===== src/rtl/fcart_pkg.sv =====
package fcart_pkg;

    // memory clients, index order is also the grant priority.
    localparam int unsigned num_ch = 3;
    localparam int unsigned ch_cpu = 0;  // prg side.
    localparam int unsigned ch_ppu = 1;  // chr side.
    localparam int unsigned ch_api = 2;  // loader.

    // byte address width of the stand-in array.
    localparam int unsigned ram_addr_bits = 10;

    // window lengths in clk cycles.
    localparam int unsigned access_cycles = 3;
    localparam int unsigned refresh_cycles = 4;

    // wide enough for the longer window minus one.
    localparam int unsigned win_cnt_bits = 2;

    typedef struct packed {
        logic [ram_addr_bits-1:0] addr;
        logic [7:0]               wdata;
        logic                     we;     // high for a write.
    } mem_req_t;

endpackage

===== src/rtl/mem_arbiter.sv =====
module mem_arbiter
    import fcart_pkg::*;
(
    input  logic              clk,
    input  logic              async_nreset,
    input  logic              m2,

    input  logic [num_ch-1:0] pending,
    input  mem_req_t          held [num_ch],
    output logic [num_ch-1:0] grant_done,

    output logic              mem_en,
    output mem_req_t          mem_req
);

    typedef enum logic [1:0] {
        st_idle,
        st_access,
        st_refresh
    } state_t;

    state_t                  state;
    logic [win_cnt_bits-1:0] cnt;
    logic [2:0]              m2_sync;
    logic                    m2_fall;
    logic                    refresh_pend;
    logic [num_ch-1:0]       grant_oh;
    logic [num_ch-1:0]       req_eff;
    logic [num_ch-1:0]       pick;
    mem_req_t                pick_req;
    logic                    grant_go;

    always_ff @(posedge clk) begin
        if (!async_nreset) begin
            m2_sync <= '0;
        end else begin
            m2_sync <= {m2_sync[1:0], m2};
        end
    end

    // console bus cycle just ended.
    assign m2_fall = m2_sync[2] && !m2_sync[1];

    // a slot still shows pending in its grant_done cycle.
    assign req_eff = pending & ~grant_done;

    always_comb begin
        pick = '0;
        if (req_eff[ch_cpu]) begin
            pick[ch_cpu] = 1'b1;
        end else if (req_eff[ch_ppu]) begin
            pick[ch_ppu] = 1'b1;
        end else if (req_eff[ch_api]) begin
            pick[ch_api] = 1'b1;
        end
    end

    always_comb begin
        pick_req = '0;
        for (int i = 0; i < num_ch; i++) begin
            if (pick[i]) begin
                pick_req = held[i];
            end
        end
    end

    assign grant_go = (state == st_idle) && !refresh_pend && (|pick);

    always_ff @(posedge clk) begin
        if (!async_nreset) begin
            state        <= st_idle;
            cnt          <= '0;
            grant_oh     <= '0;
            grant_done   <= '0;
            mem_en       <= 1'b0;
            refresh_pend <= 1'b0;
        end else begin
            grant_done <= '0;
            mem_en     <= 1'b0;
            if (m2_fall) begin
                refresh_pend <= 1'b1;
            end
            case (state)
                st_idle: begin
                    if (refresh_pend) begin
                        state        <= st_refresh;
                        cnt          <= win_cnt_bits'(refresh_cycles - 1);
                        refresh_pend <= m2_fall;  // keep a fresh edge.
                    end else if (grant_go) begin
                        state    <= st_access;
                        cnt      <= win_cnt_bits'(access_cycles - 1);
                        grant_oh <= pick;
                        mem_en   <= 1'b1;
                    end
                end
                st_access: begin
                    if (cnt == '0) begin
                        state      <= st_idle;
                        grant_done <= grant_oh;
                    end else begin
                        cnt <= cnt - 1'b1;
                    end
                end
                st_refresh: begin
                    if (cnt == '0) begin
                        state <= st_idle;
                    end else begin
                        cnt <= cnt - 1'b1;
                    end
                end
                default: begin
                    state <= st_idle;
                end
            endcase
        end
    end

    // only sampled by the array while mem_en is high.
    always_ff @(posedge clk) begin
        if (grant_go) begin
            mem_req <= pick_req;
        end
    end

endmodule


===== config.mk =====
export PLATFORM = sky130hd
export DESIGN_NAME = mem_arbiter
export DESIGN_NICKNAME = d
export VERILOG_FILES = /design/src/rtl/fcart_pkg.sv /design/src/rtl/mem_arbiter.sv
export SDC_FILE = /design/constraint.sdc
export NUM_CORES = 1
export LEC_CHECK = 0
export BUFFER_PORTS_ARGS = -buffer_cell sky130_fd_sc_hd__buf_4
export CORE_MARGIN = 5
export CORE_UTILIZATION = 47
export DETAILED_ROUTE_END_ITERATION = 12
export PLACE_DENSITY = 0.84
export SYNTH_ARGS = -nofsm -noshare
export SYNTH_HDL_FRONTEND = slang
export SYNTH_SLANG_ARGS = --single-unit

===== constraint.sdc =====
create_clock -name clk -period 3.1 [get_ports clk]
set_clock_uncertainty 0.05 [all_clocks]
set_input_delay 0 -clock clk [delete_from_list [all_inputs] [get_ports clk]]
set_output_delay 0 -clock clk [all_outputs]
set_load 0.02 [all_outputs]

==> impl_results.md <==
- Status: finished clean
- CTS Buf Count: 5
- Critical path required time: 3.16 ns
- Mapped Area: around 1600 um^2
- Final setup violation count: 0
- Global Route Usage Sum: 26.9%
- Initial DRC Count: 190
- DR vias: between 1,500 and 2,000
- Die W: a little under 70 um
- Worst-Margin Slew: approximately 1.1 ns
- Cells after Synth: 134
- H-Tree Depth: 2
- Startpoint types: flop
- Core ar.: 3280 um^2
- Yosys reg bits: 34
- Post-CTS setup buffer count: 0
- Final HPWL DP: between 3000 and 4000 um
- Clock-pin slew on the worst setup and hold paths: about 0.12 ns
- Fin crit period: 2.81 ns
- Crit path kind: flop to flop
- Post-CTS sizing: 0
- Sequential share of the synthesized area: 55.2%
- First-pass GRT wire length: between 8000 and 9000 um
- Syn. warnings: 0
- Num rows: 21
- Critical path capture point type: flop
- Fin nets: between 300 and 400
- Commonest non-fill, non-tap cells in the layout: buf_4, dlygate4sd3_1, inv_1
- Worst-Skew Late Latency: 0.33 ns
- Top cell family by delay on the critical path: simple AND/OR/NAND/NOR gates
- WP buf/inv: 3
- Die ar.: around 4600 um^2
- First-pass detailed-route iteration total: 7
- Post-DRT Antenna Nets: 0
- Avg WL per Cell: 20.1 um
- Clock Sinks: 34
- Relative slew slack: approximately 28%
- I/O Buffers: 85
- DRC Markers: 0
- Initial antenna violation count: 0
- Hold Vio Cnt, Final: 0
- CTS tree: done
- Unrepaired setup endpoints after global routing: false
- Routability cong.: 0.726
- Asr flop ratio synth: 0%
- EDFF count, synth: 19
- Max Cap Viol: 0
- Final period util: 90.5%
- Post-synth top area cell: edfxtp_1
- Final setup TNS: 0 ns
- HP Class: primary input to flop
- Vias per std cell: between 5 and 6
- Initial Util: between 40% and 50%
- Leak: 1.25 nW
- DP Area: 2210 um^2
- Fmax: roughly 0.36 GHz
- Worst-path fanout max: 25
- PwrDens: 513 nW/um^2
- CP max stage cell: dlygate4sd3_1
- WP data arrival: roughly 2.9 ns
- Max incr delay on CP: 0.61 ns
- Design area: 2700 um^2
- Avg Cell Area, Syn: 11.8 um^2
- Largest net degree at the start of global routing: 26
- Diodes inserted: 0
- Max Buffers Root-to-Sink: 2
- Number of unique standard cell types used by synthesis: 29
- Most common cell after layout, fill and taps aside: buf_4
- Vias in the first global route: 1,776
- Share of cells above drive strength 1: 38.5%
- Final-report max-slew violation count: 0
- Synth top area cells: edfxtp_1, dfxtp_1, a222oi_1
- Root buf cell: clkbuf_4
- Syn-to-layout area delta: 71.1%
- Chip height: 67.9 um
- I/O Pins: 86
- Predominant post-synthesis flop cell: edfxtp_1
- GRT Residual Overflow: 0
- CP Cell Sequence: nor2b_4 -> nor2b_1 -> buf_4 -> a222oi_1 -> dlygate4sd3_1 -> inv_1
- Worst vdd ir: 0.378 mV
- Drt total wl: 6190 um
- Syn nets: 200
- Synth top area share: about 36%
[timing repair]
item | 4_1_cts | 5_1_grt
hold buffers | 41 | 0
hold endpoints to repair | 31 | 0
setup endpoints to repair | 0 | 0
[through the flow]
step           total power, mW  util [%]  hold slack (ns)  cells  setup WS [ns]
6_report                  1.39      82.2           0.0798    308          0.293
5_1_grt                   1.44      82.2           0.0876    308          0.203
4_1_cts                   1.35      82.2           0.0584    308          0.489
3_5_place_dp             0.983      67.4            0.163    259          0.842
3_3_place_gp             0.974      67.4            0.158    259          0.902
2_1_floorplan            0.813         -           0.0773    134           1.04
[Yosys cell counts, types with 3 or more instances]
cell type / instances
and2_1: 8
edfxtp_1: 19
nor2b_1: 3
ha_1: 3
dfxtp_1: 15
nand2_1: 5
a21oi_1: 3
a222oi_1: 19
o21ai_0: 3
inv_1: 26
o221a_2: 3
nor2_1: 5
[power by group]
part           total, mW  internal, mW  leakage, nW  switching [mW]
clock              0.325         0.171       0.0395           0.154
combinational      0.462         0.225        0.892           0.237
sequential         0.599         0.564        0.317          0.0345
[per-layer routing]
metal	part of all wire, %	GRT usage, %	up-vias
met5	0	0	-
met3	12	10.5	28
met4	4.1	15.4	0
met1	37	29.7	799
met2	47	43.8	130
li1	-	-	752
[registers in the layout, summed over array words and instances (netlist names)]
signal        flops
mem_req          19
m2_sync           3
state             2
grant_oh          3
grant_done        3
mem_en            1
cnt               2
refresh_pend      1
[cell families (layout without fill, tap and decap cells)]
family | count (synthesis) | count (layout) | share of synthesized area, %
buf+inv | 33 | 161 | 10.5
flops | 34 | 34 | 55.2
fa+ha+maj | 3 | 3 | 2.38
simple gates | 32 | 32 | 13.9
compound gates | 32 | 32 | 18.0
[worst register-to-register path: stages (launching register included)]
cell	delay (ns)
dfxtp_1	0.35
nor2b_4	0.58
nor2b_1	0.38
buf_4	0.29
a222oi_1	0.29
dlygate4sd3_1	0.61
inv_1	0.05
[layout make-up]
class / instances / area [um^2]
clock inverter: 1 / 30.0
multi-input combinational: 67 / 543
timing repair buffer: 127 / 1060
fill: 175 / 584
inverter: 26 / 97.6
sequential: 34 / 871
tap: 46 / 57.6
clock buffer: 7 / 45.0
[path summary, 6_finish.rpt]
check,slack [ns],end,cells past startpoint,from
setup / recovery,0.29,mem_req[12],6,grant_done[0]
setup reg to reg,0.29,mem_req[12],6,grant_done[0]
hold / removal,0.08,grant_oh[2],4,pending[2]
hold reg to reg,0.40,m2_sync[1],1,m2_sync[0]
(Power assumes the default switching activity.)
