==> src/rtl/fcart_pkg.sv <==
package fcart_pkg;

    // memory clients, index order is also the grant priority.
    localparam int unsigned num_ch = 3;
    localparam int unsigned ch_cpu = 0;  // prg side.
    localparam int unsigned ch_ppu = 1;  // chr side.
    localparam int unsigned ch_api = 2;  // loader.

    // byte address width of the stand-in array.
    localparam int unsigned ram_addr_bits = 10;

    // window lengths in clk cycles.
    localparam int unsigned access_cycles = 3;
    localparam int unsigned refresh_cycles = 4;

    // wide enough for the longer window minus one.
    localparam int unsigned win_cnt_bits = 2;

    typedef struct packed {
        logic [ram_addr_bits-1:0] addr;
        logic [7:0]               wdata;
        logic                     we;     // high for a write.
    } mem_req_t;

endpackage
==> src/rtl/chan_slot.sv <==
module chan_slot
    import fcart_pkg::*;
(
    input  logic       clk,
    input  logic       async_nreset,

    // client side
    input  logic       req,
    input  mem_req_t   req_data,
    output logic       busy,
    output logic       done,
    output logic [7:0] rdata,

    // arbiter side
    output logic       pending,
    output mem_req_t   held,
    input  logic       grant_done,
    input  logic [7:0] rd_byte
);

    logic accept;

    // a req during busy is dropped.
    assign accept = req && !busy;

    // stays up through the done cycle.
    assign busy = pending || done;

    always_ff @(posedge clk) begin
        if (!async_nreset) begin
            pending <= 1'b0;
            done    <= 1'b0;
        end else begin
            done <= grant_done;
            if (grant_done) begin
                pending <= 1'b0;
            end else if (accept) begin
                pending <= 1'b1;
            end
        end
    end

    always_ff @(posedge clk) begin
        if (accept) begin
            held <= req_data;
        end
    end

    // array output is stable since the read cycle.
    always_ff @(posedge clk) begin
        if (grant_done) begin
            rdata <= rd_byte;
        end
    end

endmodule

==> config.mk <==
export PLATFORM = sky130hd
export DESIGN_NAME = chan_slot
export DESIGN_NICKNAME = d
export VERILOG_FILES = /design/src/rtl/fcart_pkg.sv /design/src/rtl/chan_slot.sv
export SDC_FILE = /design/constraint.sdc
export NUM_CORES = 1
export LEC_CHECK = 0
export BUFFER_PORTS_ARGS = -buffer_cell sky130_fd_sc_hd__buf_2
export CORE_ASPECT_RATIO = 1.2
export CORE_MARGIN = 3
export CORE_UTILIZATION = 39
export DETAILED_ROUTE_END_ITERATION = 6
export PLACE_DENSITY_LB_ADDON = 0.2
export SYNTH_ARGS = -nofsm -noshare
export SYNTH_HDL_FRONTEND = slang
export SYNTH_SLANG_ARGS = --single-unit
export TNS_END_PERCENT = 30
==> constraint.sdc <==
create_clock -name clk -period 1.75 [get_ports clk]
set_clock_uncertainty 0.15 [all_clocks]
set_input_delay 0.0875 -clock clk [delete_from_list [all_inputs] [get_ports clk]]
set_output_delay 0.0875 -clock clk [all_outputs]
set_load 0.05 [all_outputs]
==> flow_summary_export.csv, run 1 <==
group,metric,value,unit
finish,fin_area,0.00163,mm2
timing,hold_viol,0,
global_route,antenna_found_initial,0,
setup_path,crit_path_frequent_cell,"dlygate4sd3_1",
synth,ys_seq_elements,29,
finish,fillers,133,
detailed_routing,wirelength,2120,um
clocking,postCtsResizedCells,0,
power,p_total,1.63,mW
clocking,htreeDepth,2,
power,ir_drop,837,uV
setup_path,end_kind,"flip-flop",
floorplan,start_util,42.3,%
clocking,cts_setup_buffers,0,
clocking,clockBufferDepth,2,
floorplan,ios,61,
detailed_routing,vias,682,
finish,final_common_cell,"buf_2",
finish,multiInputGateArea,42.5,um2
synth,seq_area_frac_synth,95.0,%
detailed_routing,via_per_inst,4.11,
finish,nets,166,
setup_path,r2r-start,"pending",
global_route,gr-total-overflow,0,
finish,layout-drive-gt1-share,50.7,%
setup_path,worstSetupPathType,"input pin to flip-flop",
placed_design,gp_congestion,0.688,
clocking,tritoncts,"done",
finish,area_delta_synth_final,82.1,%
clocking,root_buffer,"clkbuf_4",
setup_path,cpLargestDelayFamily,"buffers and inverters",
floorplan,die_h,58.5,um
placed_design,place.port_buffers,60,
timing,hold_ws,0.332,ns
global_route,grt_pass1_wl,3220,um
floorplan,dieWidth,49.8,um
clocking,clock-sinks,29,
setup_path,worstSetupStartpointType,"input pin",
timing,fin_crit_sh,83.8,%
synth,yosysUniqueCellTypes,8,
timing,fmax,0.682,GHz
power,p_per_area,999,mW/mm2
global_route,grt_pass1_vias,720,
setup_path,reg2reg_setup_slack,0.35,ns
clocking,cts_inserted_buffers,5,
finish,fin_cells,166,
finish,regArea,851,um2
run_status,outcome,"finished clean",
setup_path,startpoint,"grant_done",
timing,setup_viol,0,
synth,yosysWarnings,0,
floorplan,dieArea,0.00291,mm2
global_route,grt_max_degree,20,
timing,setup_ws,0.283,ns
finish,n_antenna_cell,0,
clocking,clk_latency,0.30,ns
timing,max_slew_margin,83.0,%
synth,synth.avg_cell_area,24.9,um2
timing,grt_setup_unrepaired,"false",
finish,utilization,77.1,%
hold_path,holdCritPathClass,"input pin to flip-flop",
synth,syn_inst,36,
synth,synth_area,896,um2
clocking,path_clk_slew,0.09,ns
placed_design,placed_area,0.00125,mm2
timing,worstMarginPinSlew,0.257,ns
timing,final_max_slew_viol_count,0,
placed_design,dp.cells,127,
timing,finalSetupTns,0,ns
job,max_cap_violations,0,
finish,final_cell_mix,"buf_2 (60), dlygate4sd3_1 (31), edfxtp_1 (27), clkbuf_4 (5)",
setup_path,cpPeakStageDelay,0.55,ns
setup_path,required,1.80,ns
placed_design,pre_cts_slack,0.382,ns
detailed_routing,drt_iter0_markers,10,
setup_path,worstPathMaxFanout,10,
setup_path,cp_num_buf_inv,3,
detailed_routing,wl_per_cell,12.8,um
power,p_leak,0.726,nW
floorplan,core,0.00212,mm2
detailed_routing,first_pass_iters,4,
detailed_routing,drc_errors,0,
hold_path,holdCritStartpoint,"rd_byte[4]",
setup_path,crit_arrival,1.52,ns
detailed_routing,antenna_left,0,
global_route,grt_usage,15.4,%
synth,synthesis.nets,67,
clocking,hold_buffers,31,
floorplan,rows,18,
setup_path,path_cells,"dlygate4sd3_1, buf_2, and2_1, dlygate4sd3_1",
setup_path,cpMaxStageDelayCell,"dlygate4sd3_1",
timing,final.min_clock_period,1.47,ns
## final timing paths
check                   to  cells past startpoint
setup / recovery      done                      4
hold / removal    rdata[4]                      2
setup reg to reg  held[13]                      3
hold reg to reg    pending                      1
## logic make-up (layout without fill, tap and decap cells)
kind of cell,count (synthesis),after routing,share of synthesized area (%)
AO/OA/AOI/OAI,1,1,1.12
flip-flops,29,29,95.0
buffers and inverters,2,102,0.838
AND/OR/NAND/NOR,4,4,3.07
## sequential cells by signal, summed over array words and instances (netlist names)
name	count
held	19
rdata	8
done	1
pending	1
## area by class of cell
cell class	instances	share of cell area, %
clock buffer	6	2.53
sequential	29	52.1
multi-input combinational	5	2.61
timing repair buffer	92	37.9
tap	30	2.30
clock inverter	2	2.07
inverter	2	0.460
## per-layer routing
layer	vias up	wire length, um	global-route usage (%)
met5	-	0	0
met4	0	11	7.11
met3	2	165	4.81
met2	39	1140	27.2
met1	307	807	17.0
li1	334	-	-
## Yosys cell counts, drive strengths merged
cell type	n	share of area, %
inv	2	0.84
dfxtp	2	4.5
and2	1	0.70
or2	1	0.98
edfxtp	27	91
nor2	1	0.70
nor2b	1	0.70
o211a	1	1.1
## worst register-to-register path, delay by kind of cell (launching register included)
kind          cells  cell delay [ns]
flops             1             0.35
simple gates      2             0.34
buf+inv           1             0.25
## where the power goes
part           internal [mW]  leakage, nW  switching [mW]
Sequential             0.807        0.276          0.0127
Clock                  0.297       0.0399           0.202
Combinational          0.104        0.410           0.206
(Power assumes the default switching activity.)
==> inputs of run 2 (changes only) <==
--- a/config.mk
+++ b/config.mk
@@ -5,10 +5,11 @@
 export SDC_FILE = /design/constraint.sdc
 export NUM_CORES = 1
 export LEC_CHECK = 0
+export ABC_AREA = 1
 export BUFFER_PORTS_ARGS = -buffer_cell sky130_fd_sc_hd__buf_2
 export CORE_ASPECT_RATIO = 1.2
 export CORE_MARGIN = 3
-export CORE_UTILIZATION = 39
+export CORE_UTILIZATION = 35
 export DETAILED_ROUTE_END_ITERATION = 6
 export PLACE_DENSITY_LB_ADDON = 0.2
 export SYNTH_ARGS = -nofsm -noshare
==> constraint.sdc (replaced) <==
create_clock -name clk -period 1.3 [get_ports clk]
set_clock_uncertainty 0.15 [all_clocks]
set_input_delay 0.065 -clock clk [delete_from_list [all_inputs] [get_ports clk]]
set_output_delay 0.065 -clock clk [all_outputs]
set_load 0.05 [all_outputs]
==> flow_summary_export.csv, run 2 <==
group,metric,value,unit
global_route,grt_pass1_wl,3470,um
detailed_routing,vias,704,
timing,setup_viol,20,
floorplan,dieWidth,52.2,um
finish,area_delta_synth_final,82.3,%
synth,ys_top_cells_by_area,"edfxtp_1 (90%), dfxtp_1 (4.5%), inv_1 (1.7%)",
run_status,outcome,"finished with violations",
detailed_routing,wirelength,2410,um
power,p_per_area,1240,mW/mm2
setup_path,startpoint,"done",
finish,n_antenna_cell,0,
floorplan,dieArea,0.00321,mm2
global_route,gr-total-overflow,0,
timing,hold_viol,0,
job,max_cap_violations,0,
synth,async_flop_share,0,%
synth,seq_area_frac_synth,94.8,%
timing,grt_setup_unrepaired,"true",
synth,synth_edf_count,27,
placed_design,gp_congestion,0.651,
power,power_frac_clock,24.7,%
timing,final_max_slew_viol_count,0,
setup_path,reg2reg_depth,3,
power,pwr-share-seq,54.1,%
power,p_leak,0.727,nW
setup_path,end_kind,"flip-flop",
detailed_routing,drc_errors,0,
synth,ys_seq_elements,29,
synth,yosysWarnings,0,
placed_design,dp.cells,131,
setup_path,r2r-start,"done",
setup_path,timing.rr.end,"held[8]",
clocking,clock-sinks,29,
detailed_routing,drt_iter0_markers,4,
timing,max_slew_margin,72.0,%
detailed_routing,via_per_inst,4.14,
finish,fin_cells,170,
power,swShare,29.3,%
power,net-switching-power,596,uW
synth,yosys_most_used_dff,"edfxtp_1",
finish,top_register,"held",
power,p_total,2.03,mW
floorplan,die_h,61.5,um
clocking,clk_latency,0.32,ns
synth,yosysTopAreaCellShare,90.4,%
synth,synth.avg_cell_area,23.0,um2
finish,final_common_cell,"buf_2",
timing,worstMarginPinSlew,0.419,ns
timing,final.min_clock_period,1.36,ns
placed_design,pre_cts_slack,-0.0321,ns
timing,fmax,0.734,GHz
finish,nets,169,
floorplan,ios,61,
finish,final_cell_mix,"buf_2 (59), dlygate4sd3_1 (30), edfxtp_1 (27), clkbuf_4 (5), inv_1 (4)",
synth,synth_common_cells,"edfxtp_1 (27), inv_1 (4), dfxtp_1 (2), nand2_1 (2)",
global_route,grt_pass1_vias,742,
placed_design,place.port_buffers,60,
synth,synthesis.nets,70,
synth,synth_area,897,um2
clocking,tritoncts,"done",
run_status,violations,"negative setup slack",
setup_path,worstPathMaxFanout,19,
clocking,cts_setup_buffers,0,
clocking,path_clk_slew,0.09,ns
setup_path,required,1.18,ns
clocking,cts_inserted_buffers,5,
finish,largest_reg_flops,19,
setup_path,worstSetupStartpointType,"flip-flop",
clocking,root_buffer,"clkbuf_4",
setup_path,crit_arrival,1.24,ns
finish,fillers,176,
synth,yosys.area.top_type,"edfxtp_1",
synth,yosysUniqueCellTypes,8,
setup_path,reg2reg_setup_slack,-0.06,ns
finish,layout-drive-gt1-share,51.8,%
synth,synth.most_common_cell,"edfxtp_1",
floorplan,start_util,38.1,%
detailed_routing,first_pass_iters,4,
clocking,htreeDepth,2,
timing,fin_crit_sh,105,%
floorplan,rows,19,
placed_design,place_hpwl,1340,um
global_route,grt_max_degree,20,
timing,hold_ws,0.0113,ns
power,combPwrFrac,21.3,%
setup_path,worstSetupPathType,"flip-flop to flip-flop",
detailed_routing,wl_per_cell,14.2,um
setup_path,endpoint,"held[8]",
synth,syn_inst,39,
floorplan,core,0.00235,mm2
detailed_routing,antenna_left,0,
global_route,grt_usage,16.6,%
clocking,clockBufferDepth,2,
timing,setup_ws,-0.0623,ns
hold_path,holdCritPathClass,"input pin to flip-flop",
finish,top_regs,"held x19, rdata x8",
power,cell_internal_pwr,1.44,mW
timing,finalSetupTns,-1.12,ns
global_route,antenna_found_initial,0,
power,ir_drop,873,uV
run 2: cell count changes after synthesis:
| cell | delta |
|---|---|
| a21oi_1 | +1 |
| and2_1 | -1 |
| inv_1 | +2 |
| nand2_1 | +2 |
| nor2_1 | +1 |
| nor2b_1 | -1 |
| o211a_1 | -1 |
run 2: cell families (layout without fill, tap and decap cells):
logic type / Yosys count / count (layout) / share of synthesized area [%]
AO/OA/AOI/OAI: 1 / 1 / 0.557
buffers and inverters: 4 / 104 / 1.67
flip-flops: 29 / 29 / 94.8
AND/OR/NAND/NOR: 5 / 5 / 2.93
run 2: repair_timing:
action,CTS,global route
hold buffers,31,0
resized for setup,1,1
pin swaps,0,0
endpoints found under the setup margin,20,21
hold endpoints to repair,37,0
run 2: routing by layer:
layer  GRT usage, %  up-vias  share of wire (%)
met4           5.47        0               0.50
met1           12.7      322                 29
li1               -      341                  -
met3           7.02        2                8.3
met2           35.2       39                 62
met5              0        -                  0
run 2: worst min-delay path by stage:
stage                     endpoint  cells after the start         from  slack, ns
after floorplan               done                      2   grant_done      0.008
after global placement    rdata[0]                      1   rd_byte[0]       0.09
after detailed placement  rdata[1]                      1   rd_byte[1]       0.09
after CTS                  held[7]                      2  req_data[7]       0.29
after global routing          done                      4   grant_done      0.004
final                         done                      4   grant_done       0.01
run 2: final cells by class:
class	count	area (um2)	share of cell area, %
clock inverter	2	10.0	0.612
inverter	4	15.0	0.918
timing repair buffer	92	636	38.9
clock buffer	6	41.3	2.52
multi-input combinational	6	36.3	2.22
sequential	29	858	52.5
tap	31	38.8	2.37
run 2: per-stage QoR:
step | utilization, % | cell area [um2]
floorplan | - | 910
global placement | 53.9 | 1270
global route | 69.5 | 1640
detailed placement | 53.9 | 1270
CTS | 69.4 | 1630
finish | 69.5 | 1640
run 2: critical path, stage by stage (launching register included):
cell     delay, ns
dfxtp_4       0.35
or2_4         0.26
nor2_4        0.14
buf_12        0.16
run 2: power groups by stage:
stage | Combinational (mW) | Sequential, mW | Clock (mW)
6_report | 0.433 | 1.10 | 0.501
5_1_grt | 0.454 | 1.10 | 0.556
4_1_cts | 0.428 | 1.10 | 0.505
2_1_floorplan | 0.0341 | 1.32 | 0
3_3_place_gp | 0.353 | 1.12 | 0
3_5_place_dp | 0.356 | 1.12 | 0
